File: src/common/cpu_pkg.sv
package cpu_pkg;

	typedef logic [15:0] word_t;
	typedef logic [1:0] reg_addr_t;

	typedef enum logic [3:0] {
		OP_BNE    = 4'd0,
		OP_BEQ    = 4'd1,
		OP_BGZ    = 4'd2,
		OP_BLZ    = 4'd3,
		OP_ADI    = 4'd4,
		OP_ORI    = 4'd5,
		OP_LHI    = 4'd6,
		OP_LWD    = 4'd7,
		OP_SWD    = 4'd8,
		OP_JMP    = 4'd9,
		OP_R_TYPE = 4'd15
	} opcode_e;

	// function field of R-format words
	typedef enum logic [5:0] {
		FN_ADD = 6'd0,
		FN_SUB = 6'd1,
		FN_AND = 6'd2,
		FN_ORR = 6'd3,
		FN_NOT = 6'd4,
		FN_TCP = 6'd5,
		FN_SHL = 6'd6,
		FN_SHR = 6'd7,
		FN_WWD = 6'd28,
		FN_HLT = 6'd29
	} func_e;

	typedef enum logic [1:0] {FWD_REG, FWD_MEM, FWD_WB} fwd_sel_e;

	typedef enum logic [1:0] {XFER_NONE, XFER_BRANCH, XFER_JUMP} xfer_e;

	typedef struct packed {
		logic valid;      // cleared for bubbles
		logic uses_rs;
		logic uses_rt;
		logic alu_src_imm;
		logic mem_read;
		logic mem_write;
		logic reg_write;
		xfer_e xfer;
	} ctrl_t;

	typedef struct packed {
		ctrl_t ctrl;
		opcode_e opcode;
		func_e func;
		word_t pc;
		reg_addr_t rs;
		reg_addr_t rt;
		reg_addr_t rd;
		word_t rs_data;
		word_t rt_data;
		word_t imm_ext;
	} id_ex_t;

	typedef struct packed {
		ctrl_t ctrl;
		opcode_e opcode;
		func_e func;
		word_t alu_result;
		word_t store_data; // rt for SWD, rs for WWD
		reg_addr_t rd;
		logic taken;
		word_t target;
	} ex_mem_t;

	typedef struct packed {
		ctrl_t ctrl;
		func_e func;
		opcode_e opcode;
		word_t wb_data;
		reg_addr_t rd;
		word_t store_data;
	} mem_wb_t;

endpackage

File: src/logic/alu.sv
`timescale 1ns/1ps

module alu import cpu_pkg::*; (
	input word_t a,
	input word_t b,
	input opcode_e opcode,
	input func_e func,
	output word_t result,
	output logic bcond
);

	always_comb begin
		case (opcode)
			OP_ADI, OP_LWD, OP_SWD: result = a + b; // also the memory address
			OP_ORI: result = a | b;
			OP_LHI: result = b;
			OP_R_TYPE: begin
				case (func)
					FN_ADD: result = a + b;
					FN_SUB: result = a - b;
					FN_AND: result = a & b;
					FN_ORR: result = a | b;
					FN_NOT: result = ~a;
					FN_TCP: result = ~a + 16'd1;
					FN_SHL: result = {a[14:0], 1'b0};
					FN_SHR: result = {a[15], a[15:1]}; // arithmetic
					FN_WWD: result = a;
					default: result = '0;
				endcase
			end
			default: result = '0;
		endcase
	end

	always_comb begin
		case (opcode)
			OP_BNE: bcond = (a != b);
			OP_BEQ: bcond = (a == b);
			OP_BGZ: bcond = !a[15] && (a != '0);
			OP_BLZ: bcond = a[15];
			default: bcond = 1'b0;
		endcase
	end

endmodule

File: src/logic/hazard_unit.sv
`timescale 1ns/1ps

module hazard_unit import cpu_pkg::*; (
	input reg_addr_t id_rs,
	input reg_addr_t id_rt,
	input ctrl_t id_ctrl,
	input reg_addr_t ex_rs,
	input reg_addr_t ex_rt,
	input reg_addr_t ex_dest,
	input ctrl_t ex_ctrl,
	input reg_addr_t mem_dest,
	input reg_addr_t wb_dest,
	input logic mem_reg_write,
	input logic wb_reg_write,
	output logic stall,
	output fwd_sel_e fwd_a,
	output fwd_sel_e fwd_b
);

	logic load_in_ex;

	// nearest producer wins
	function automatic fwd_sel_e pick_source(input reg_addr_t src);
		fwd_sel_e sel;
		if (mem_reg_write && mem_dest == src) begin
			sel = FWD_MEM;
		end else if (wb_reg_write && wb_dest == src) begin
			sel = FWD_WB;
		end else begin
			sel = FWD_REG;
		end
		return sel;
	endfunction

	assign load_in_ex = ex_ctrl.valid && ex_ctrl.mem_read;

	// load result is not ready until WB, so hold the consumer one cycle
	assign stall = load_in_ex && id_ctrl.valid
		&& ((id_ctrl.uses_rs && id_rs == ex_dest) || (id_ctrl.uses_rt && id_rt == ex_dest));

	assign fwd_a = pick_source(ex_rs);
	assign fwd_b = pick_source(ex_rt);

endmodule

File: src/logic/register_file.sv
`timescale 1ns/1ps

module register_file import cpu_pkg::*; (
	input logic clk,
	input reg_addr_t rs,
	input reg_addr_t rt,
	input reg_addr_t wr_addr,
	input logic wr_en,
	input word_t wr_data,
	output word_t rs_data,
	output word_t rt_data
);

	word_t regs [4];

	always_ff @(posedge clk) begin
		if (wr_en) begin
			regs[wr_addr] <= wr_data;
		end
	end

	// write-through so an ID read sees the WB result in the same cycle
	assign rs_data = (wr_en && wr_addr == rs) ? wr_data : regs[rs];
	assign rt_data = (wr_en && wr_addr == rt) ? wr_data : regs[rt];

endmodule

File: src/core/decode_unit.sv
`timescale 1ns/1ps

module decode_unit import cpu_pkg::*; (
	input word_t instr,
	input word_t pc,
	output ctrl_t ctrl,
	output opcode_e opcode,
	output func_e func,
	output reg_addr_t rs,
	output reg_addr_t rt,
	output reg_addr_t dest,
	output word_t imm_ext
);

	logic [7:0] imm8;

	assign opcode = opcode_e'(instr[15:12]);
	assign func = func_e'(instr[5:0]);
	assign rs = instr[11:10];
	assign rt = instr[9:8];
	assign imm8 = instr[7:0];

	// R-format writes rd, I-format writes rt
	assign dest = (opcode == OP_R_TYPE) ? instr[7:6] : instr[9:8];

	always_comb begin
		case (opcode)
			OP_ORI: imm_ext = {8'h00, imm8};
			OP_LHI: imm_ext = {imm8, 8'h00};
			OP_JMP: imm_ext = {pc[15:12], instr[11:0]};
			default: imm_ext = {{8{imm8[7]}}, imm8};
		endcase
	end

	always_comb begin
		ctrl = '0; // unknown words stay invalid
		case (opcode)
			OP_BNE, OP_BEQ: begin
				ctrl.valid = 1'b1;
				ctrl.uses_rs = 1'b1;
				ctrl.uses_rt = 1'b1;
				ctrl.xfer = XFER_BRANCH;
			end
			OP_BGZ, OP_BLZ: begin
				ctrl.valid = 1'b1;
				ctrl.uses_rs = 1'b1;
				ctrl.xfer = XFER_BRANCH;
			end
			OP_ADI, OP_ORI: begin
				ctrl.valid = 1'b1;
				ctrl.uses_rs = 1'b1;
				ctrl.alu_src_imm = 1'b1;
				ctrl.reg_write = 1'b1;
			end
			OP_LHI: begin
				ctrl.valid = 1'b1;
				ctrl.alu_src_imm = 1'b1;
				ctrl.reg_write = 1'b1;
			end
			OP_LWD: begin
				ctrl.valid = 1'b1;
				ctrl.uses_rs = 1'b1;
				ctrl.alu_src_imm = 1'b1;
				ctrl.mem_read = 1'b1;
				ctrl.reg_write = 1'b1;
			end
			OP_SWD: begin
				ctrl.valid = 1'b1;
				ctrl.uses_rs = 1'b1;
				ctrl.uses_rt = 1'b1; // store data
				ctrl.alu_src_imm = 1'b1;
				ctrl.mem_write = 1'b1;
			end
			OP_JMP: begin
				ctrl.valid = 1'b1;
				ctrl.xfer = XFER_JUMP;
			end
			OP_R_TYPE: begin
				case (func)
					FN_ADD, FN_SUB, FN_AND, FN_ORR: begin
						ctrl.valid = 1'b1;
						ctrl.uses_rs = 1'b1;
						ctrl.uses_rt = 1'b1;
						ctrl.reg_write = 1'b1;
					end
					FN_NOT, FN_TCP, FN_SHL, FN_SHR: begin
						ctrl.valid = 1'b1;
						ctrl.uses_rs = 1'b1;
						ctrl.reg_write = 1'b1;
					end
					FN_WWD: begin
						ctrl.valid = 1'b1;
						ctrl.uses_rs = 1'b1;
					end
					FN_HLT: ctrl.valid = 1'b1;
					default: ;
				endcase
			end
			default: ;
		endcase
	end

endmodule

File: src/core/execute_stage.sv
`timescale 1ns/1ps

module execute_stage import cpu_pkg::*; (
	input logic clk,
	input logic reset,
	input logic flush,
	input logic hold,
	input id_ex_t id_ex,
	input fwd_sel_e fwd_a,
	input fwd_sel_e fwd_b,
	input word_t mem_fwd,
	input word_t wb_fwd,
	output ex_mem_t ex_mem
);

	word_t src_a;
	word_t src_b;
	word_t op_b;
	word_t alu_result;
	word_t target;
	word_t store_data;
	logic bcond;
	logic taken;
	logic is_wwd;

	always_comb begin
		case (fwd_a)
			FWD_MEM: src_a = mem_fwd;
			FWD_WB: src_a = wb_fwd;
			default: src_a = id_ex.rs_data;
		endcase
		case (fwd_b)
			FWD_MEM: src_b = mem_fwd;
			FWD_WB: src_b = wb_fwd;
			default: src_b = id_ex.rt_data;
		endcase
	end

	assign op_b = id_ex.ctrl.alu_src_imm ? id_ex.imm_ext : src_b;

	alu alu_inst (
		.a(src_a),
		.b(op_b),
		.opcode(id_ex.opcode),
		.func(id_ex.func),
		.result(alu_result),
		.bcond(bcond)
	);

	// jump target is already complete from decode
	assign target = (id_ex.ctrl.xfer == XFER_JUMP) ? id_ex.imm_ext
		: id_ex.pc + 16'd1 + id_ex.imm_ext;

	assign taken = id_ex.ctrl.valid && (id_ex.ctrl.xfer == XFER_JUMP
		|| (id_ex.ctrl.xfer == XFER_BRANCH && bcond));

	assign is_wwd = id_ex.opcode == OP_R_TYPE && id_ex.func == FN_WWD;
	assign store_data = is_wwd ? src_a : src_b; // WWD sends rs out through the store path

	always_ff @(posedge clk) begin
		if (reset) begin
			ex_mem.ctrl <= '0;
			ex_mem.taken <= 1'b0;
		end else if (!hold) begin
			if (flush) begin
				ex_mem.ctrl <= '0;
				ex_mem.taken <= 1'b0;
			end else begin
				ex_mem <= '{
					ctrl: id_ex.ctrl,
					opcode: id_ex.opcode,
					func: id_ex.func,
					alu_result: alu_result,
					store_data: store_data,
					rd: id_ex.rd,
					taken: taken,
					target: target
				};
			end
		end
	end

endmodule

File: src/core/cpu_core.sv
`timescale 1ns/1ps

module cpu_core import cpu_pkg::*; #(
	parameter word_t RESET_PC = 16'h0000
) (
	input logic clk,
	input logic reset,
	output word_t imem_addr,
	input word_t imem_rdata,
	output logic dmem_read,
	output logic dmem_write,
	output word_t dmem_addr,
	output word_t dmem_wdata,
	input word_t dmem_rdata,
	output word_t output_port,
	output word_t num_inst,
	output logic halted
);

	word_t pc;
	word_t if_pc;
	word_t if_instr;
	logic if_valid;

	ctrl_t dec_ctrl;
	ctrl_t id_ctrl;
	opcode_e id_opcode;
	func_e id_func;
	reg_addr_t id_rs;
	reg_addr_t id_rt;
	reg_addr_t id_dest;
	word_t id_imm;
	word_t rs_data;
	word_t rt_data;

	id_ex_t id_ex;
	ex_mem_t ex_mem;
	mem_wb_t mem_wb;

	logic stall;
	fwd_sel_e fwd_a;
	fwd_sel_e fwd_b;
	logic flush;
	logic wb_hlt;
	logic wb_wwd;
	logic freeze;
	word_t wb_data;

	assign flush = ex_mem.taken;
	assign wb_hlt = mem_wb.ctrl.valid && mem_wb.opcode == OP_R_TYPE && mem_wb.func == FN_HLT;
	assign wb_wwd = mem_wb.ctrl.valid && mem_wb.opcode == OP_R_TYPE && mem_wb.func == FN_WWD;
	assign freeze = halted || wb_hlt; // stop everything once HLT reaches WB

	assign imem_addr = pc;

	always_ff @(posedge clk) begin
		if (reset) begin
			pc <= RESET_PC;
		end else if (!freeze) begin
			if (flush) begin
				pc <= ex_mem.target;
			end else if (!stall) begin
				pc <= pc + 16'd1;
			end
		end
	end

	always_ff @(posedge clk) begin
		if (reset) begin
			if_valid <= 1'b0;
		end else if (!freeze) begin
			if (flush) begin
				if_valid <= 1'b0;
			end else if (!stall) begin
				if_valid <= 1'b1;
				if_pc <= pc;
				if_instr <= imem_rdata;
			end
		end
	end

	decode_unit decode_unit_inst (
		.instr(if_instr),
		.pc(if_pc),
		.ctrl(dec_ctrl),
		.opcode(id_opcode),
		.func(id_func),
		.rs(id_rs),
		.rt(id_rt),
		.dest(id_dest),
		.imm_ext(id_imm)
	);

	// an empty IF/ID slot reads as word 0, which would decode as BNE
	assign id_ctrl = if_valid ? dec_ctrl : '0;

	register_file register_file_inst (
		.clk(clk),
		.rs(id_rs),
		.rt(id_rt),
		.wr_addr(mem_wb.rd),
		.wr_en(mem_wb.ctrl.reg_write && !halted),
		.wr_data(mem_wb.wb_data),
		.rs_data(rs_data),
		.rt_data(rt_data)
	);

	hazard_unit hazard_unit_inst (
		.id_rs(id_rs),
		.id_rt(id_rt),
		.id_ctrl(id_ctrl),
		.ex_rs(id_ex.rs),
		.ex_rt(id_ex.rt),
		.ex_dest(id_ex.rd),
		.ex_ctrl(id_ex.ctrl),
		.mem_dest(ex_mem.rd),
		.wb_dest(mem_wb.rd),
		.mem_reg_write(ex_mem.ctrl.reg_write),
		.wb_reg_write(mem_wb.ctrl.reg_write),
		.stall(stall),
		.fwd_a(fwd_a),
		.fwd_b(fwd_b)
	);

	always_ff @(posedge clk) begin
		if (reset) begin
			id_ex.ctrl <= '0;
		end else if (!freeze) begin
			if (flush || stall) begin
				id_ex.ctrl <= '0; // bubble
			end else begin
				id_ex <= '{
					ctrl: id_ctrl,
					opcode: id_opcode,
					func: id_func,
					pc: if_pc,
					rs: id_rs,
					rt: id_rt,
					rd: id_dest,
					rs_data: rs_data,
					rt_data: rt_data,
					imm_ext: id_imm
				};
			end
		end
	end

	execute_stage execute_stage_inst (
		.clk(clk),
		.reset(reset),
		.flush(flush),
		.hold(freeze),
		.id_ex(id_ex),
		.fwd_a(fwd_a),
		.fwd_b(fwd_b),
		.mem_fwd(ex_mem.alu_result),
		.wb_fwd(mem_wb.wb_data),
		.ex_mem(ex_mem)
	);

	// data port, same-cycle read
	assign dmem_read = ex_mem.ctrl.mem_read && !freeze;
	assign dmem_write = ex_mem.ctrl.mem_write && !freeze;
	assign dmem_addr = ex_mem.alu_result;
	assign dmem_wdata = ex_mem.store_data;

	assign wb_data = ex_mem.ctrl.mem_read ? dmem_rdata : ex_mem.alu_result;

	always_ff @(posedge clk) begin
		if (reset) begin
			mem_wb.ctrl <= '0;
		end else if (!freeze) begin
			mem_wb <= '{
				ctrl: ex_mem.ctrl,
				func: ex_mem.func,
				opcode: ex_mem.opcode,
				wb_data: wb_data,
				rd: ex_mem.rd,
				store_data: ex_mem.store_data
			};
		end
	end

	always_ff @(posedge clk) begin
		if (reset) begin
			halted <= 1'b0;
			output_port <= '0;
			num_inst <= '0;
		end else if (!halted) begin
			if (mem_wb.ctrl.valid) begin
				num_inst <= num_inst + 16'd1; // HLT itself is counted
			end
			if (wb_wwd) begin
				output_port <= mem_wb.store_data;
			end
			if (wb_hlt) begin
				halted <= 1'b1;
			end
		end
	end

endmodule

File: config.mk
export PLATFORM = sky130hd
export DESIGN_NAME = cpu_core
export DESIGN_NICKNAME = d
export VERILOG_FILES = /design/src/common/cpu_pkg.sv /design/src/logic/alu.sv /design/src/logic/hazard_unit.sv /design/src/logic/register_file.sv /design/src/core/decode_unit.sv /design/src/core/execute_stage.sv /design/src/core/cpu_core.sv
export SDC_FILE = /design/constraint.sdc
export NUM_CORES = 1
export LEC_CHECK = 0
export BUFFER_PORTS_ARGS = -buffer_cell sky130_fd_sc_hd__buf_2
export CAP_MARGIN = 10
export CORE_ASPECT_RATIO = 2
export CORE_MARGIN = 10
export CORE_UTILIZATION = 40
export DETAILED_ROUTE_END_ITERATION = 16
export GPL_TIMING_DRIVEN = 0
export MAX_ROUTING_LAYER = met4
export PLACE_DENSITY = 0.66
export SLEW_MARGIN = 15
export SYNTH_ARGS = -nofsm -noshare
export SYNTH_HDL_FRONTEND = slang
export SYNTH_SLANG_ARGS = --single-unit
File: constraint.sdc
create_clock -name clk -period 12.21 [get_ports clk]
set_input_delay 0.6105 -clock clk [delete_from_list [all_inputs] [get_ports clk]]
set_output_delay 0.6105 -clock clk [all_outputs]
set_load 0.03 [all_outputs]
==> metrics.txt <==
slowest cell delay on critical path 0.86 ns; worst setup path end execute_stage_inst.ex_mem[50]$_DFFE_PP_; Routed WL 69.26 mm; via count 14920; Post-DRT Antenna Nets 0; most common cell after layout, fill and taps aside edfxtp_1; CP max FO 10; Post-Synthesis Cell Area 19030 um^2; crit path from mem_wb[46]$_SDFFE_PP0N_; CTS max path bufs 3; Syn Nets 1778; CP Cell Sequence inv_1 > clkbuf_1 > or3_1 > clkbuf_1 > buf_1 > mux2i_1 > a21oi_1 > mux2i_1 > inv_1 > ha_1 > clkbuf_1 > nand3_1 > a211oi_1 > nor2_1 > a311oi_1 > a41oi_1 > xnor2_1 > a221o_1 > a221oi_1 > a21oi_1; Slew Viols, Final 0; gpl congestion 1.045; Worst Path Buf+Inv 6; Period minus WS final 7.874 ns; Row Count 113; Levels on crit path 20; share of layout cells above drive strength 1 19.57%; FF-to-FF End execute_stage_inst.ex_mem[50]$_DFFE_PP_; worst vdd ir 0.1250 mV; CTS sink cnt 344; RSZ-0062 raised after global routing false; PwrDens 134.0 nW/um^2; cts hold-fix bufs 0; Synth Warn # 0; FF-to-FF path depth 20; GRT overflow 0; die width 174.3 um; post-route insts no fill 2507; area of the core 47360 um^2; most frequent cells in the layout edfxtp_1, nor2_1, buf_2; worst-margin pin slew 1.224 ns; Fmax 127.0 MHz; final net count 1952; Initial Utilization 40.19%; Resized cells post-CTS 0; Final Hold Viols 0; leakage 8.253 nW; DRC Markers 0; Worst Path Arrival 8.24 ns; hold path depth 1; period utilisation layout 64.49%; Worst path most repeated cell clkbuf_1; Max Cap Viol 0; largest net degree at the start of global routing 30; sequential cell area fraction in the yosys report 50.90%; r2r startpoint mem_wb[46]$_SDFFE_PP0N_; cells after synthesis 1676; vias in the first global route 15450; hpwl dp 54.30 mm; post-CTS setup buffer count 0; DR WL/cell 27.63 um; Sum Neg Setup Slack 0 ns; Die Height 328.5 um; Post-Route Skew 0.02810 ns; number of diodes 0; kind of critical path flop to flop; placed cell area 20690 um^2; Setup Viol. Count Final 0; reg-to-reg setup timing slack 4.34 ns; first-pass GRT wire length 99.95 mm; Synth async-reset ratio 0%; number of synthesized flops with an enable pin 280; Area Growth Syn to Fin 14.68%; I/O pin cnt 117; Slew headroom 18.42%; status complete, no violations; initial antenna violation count 0; Skew-Pair Late Insertion Delay 0.62 ns; H-tree Lvls 1; Yosys cell types 90; CP Data Required Time 12.57 ns; Avg Cell Area, Syn 11.36 um^2; DRT Pass-1 Iters 5; All-Layer GR Usage 24.05%; clock slew at reported path FFs 0.07 ns; startpoint types flop; Port Buffers 115; ys flop type edfxtp_1; Placed Instances 2448; initial drt markers 1013; vias per cell 5.952; CP delay by family, top compound AO/OA/AOI/OAI gates; CTS tree yes; Hold Path Class primary input to flop; Num CTS Buffers 31; Root Driver clkbuf_16; Yosys reg bits 344; Worst Setup End Kind flop; slowest CP cell a311oi_1; Final Cell Area 21830 um^2; die area 57240 um^2
==> layout make-up <==
type	instances	area (um^2)
Clock buffer	36	804.5
Tap cell	632	790.8
Buffer	124	619.3
Fill cell	4360	25530
Timing Repair Buffer	141	822.0
Multi-Input combinational cell	1140	8523
Sequential cell	344	9689
Inverter	68	260.3
Clock inverter	22	320.3
==> cells in the mapped netlist (all sizes together) (7+ instances only) <==
| library cell | count | area share (%) |
|---|---|---|
| a21oi | 100 | 2.6 |
| a211oi | 16 | 0.63 |
| o31a | 9 | 0.46 |
| xor2 | 25 | 1.3 |
| o21ai | 77 | 2.0 |
| a22o | 10 | 0.46 |
| nor3 | 33 | 0.95 |
| and2 | 10 | 0.33 |
| o31ai | 20 | 1.2 |
| o21a | 7 | 0.28 |
| o211ai | 8 | 0.32 |
| nor3b | 9 | 0.35 |
| xnor2 | 46 | 2.2 |
| o22ai | 18 | 0.59 |
| nand3 | 30 | 0.84 |
| a2111oi | 7 | 0.32 |
| buf | 50 | 1.8 |
| mux2 | 49 | 2.9 |
| nor4 | 17 | 0.56 |
| dfxtp | 64 | 6.7 |
| edfxtp | 280 | 44 |
| nor2 | 145 | 2.9 |
| or3 | 13 | 0.45 |
| nor2b | 23 | 0.76 |
| nand2b | 15 | 0.49 |
| a21o | 13 | 0.51 |
| a31oi | 9 | 0.33 |
| inv | 67 | 1.3 |
| a22oi | 14 | 0.55 |
| nand2 | 109 | 2.1 |
| clkbuf | 74 | 1.5 |
| and3 | 15 | 0.52 |
| mux2i | 61 | 3.2 |
| ha | 66 | 4.3 |
| mux4 | 32 | 3.8 |
| o221ai | 20 | 0.92 |
| nand4 | 22 | 0.76 |
| a31o | 10 | 0.51 |
==> worst min-delay path by stage <==
stage / slack [ns] / to / from
finish: 0.16 / if_instr[4]$_DFFE_PP_ / imem_rdata[4]
global route: 0.16 / if_instr[9]$_DFFE_PP_ / imem_rdata[9]
CTS: 0.15 / if_instr[4]$_DFFE_PP_ / imem_rdata[4]
global placement: 0.40 / id_ex[60]$_DFFE_PP_ / if_pc[6]$_DFFE_PP_
floorplan: 0.40 / id_ex[54]$_DFFE_PP_ / if_pc[0]$_DFFE_PP_
detailed placement: 0.41 / mem_wb[36]$_DFFE_PP_ / execute_stage_inst.ex_mem[59]$_DFFE_PP_
==> worst register-to-register path, stage by stage, from the launching register on <==
cell and delay (ns):
dfxtp_1 0.35, inv_1 0.16, clkbuf_1 0.50, or3_1 0.23, clkbuf_1 0.46, buf_1 0.74, mux2i_1 0.31, a21oi_1 0.18
mux2i_1 0.62, inv_1 0.14, ha_1 0.31, clkbuf_1 0.35, nand3_1 0.20, a211oi_1 0.60, nor2_1 0.20, a311oi_1 0.86
a41oi_1 0.48, xnor2_1 0.26, a221o_1 0.34, a221oi_1 0.21, a21oi_1 0.11
==> cells by family (layout without fill, tap and decap cells) <==
kind of cell	after synthesis	after routing	share of synthesized area [%]
and+or+nand+nor	466	466	12.18
xor gates and xnor gates	71	71	3.504
AOI/OAI and AO/OA	393	393	14.34
muxes	142	142	9.913
adders and majority gates	68	68	4.549
buffers and inverters	192	391	4.614
DFF	344	344	50.90
==> metal layers <==
metal | up-vias | part of all wire, % | global-route usage, %
li1 | 6655 | - | -
met1 | 7330 | 33 | 21.96
met2 | 664 | 53 | 43.49
met3 | 272 | 4.5 | 2.942
met4 | 0 | 9.7 | 20.51
met5 | - | 0 | -
==> registers in the layout (all words and copies together) (netlist names) <==
name,count
if_pc,16
execute_stage_inst.ex_mem,65
imem_addr,16
if_instr,16
num_inst,16
halted,1
if_valid,1
id_ex,87
output_port,16
mem_wb,46
register_file_inst.regs,64
==> power breakdown <==
part	leakage (nW)	total [mW]	switching [mW]	internal, mW
clock network	0.542	1.10	0.476	0.627
logic	4.48	0.437	0.277	0.160
registers	3.23	1.39	0.0515	1.33
total	8.25	2.93	0.804	2.12
==> stage by stage <==
stage               hold WS (ns)  util (%)  power, mW  setup slack, ns
global route              0.1582     46.09      3.011            4.263
floorplan                 0.4003         -      1.679            4.608
CTS                       0.1533     46.07      2.928            4.501
finish                    0.1635     46.09      2.926            4.336
detailed placement        0.4054     43.69      1.837            4.533
global placement          0.4013     43.07      1.831           0.7116
Note: power is estimated with default switching activity, not from simulation.
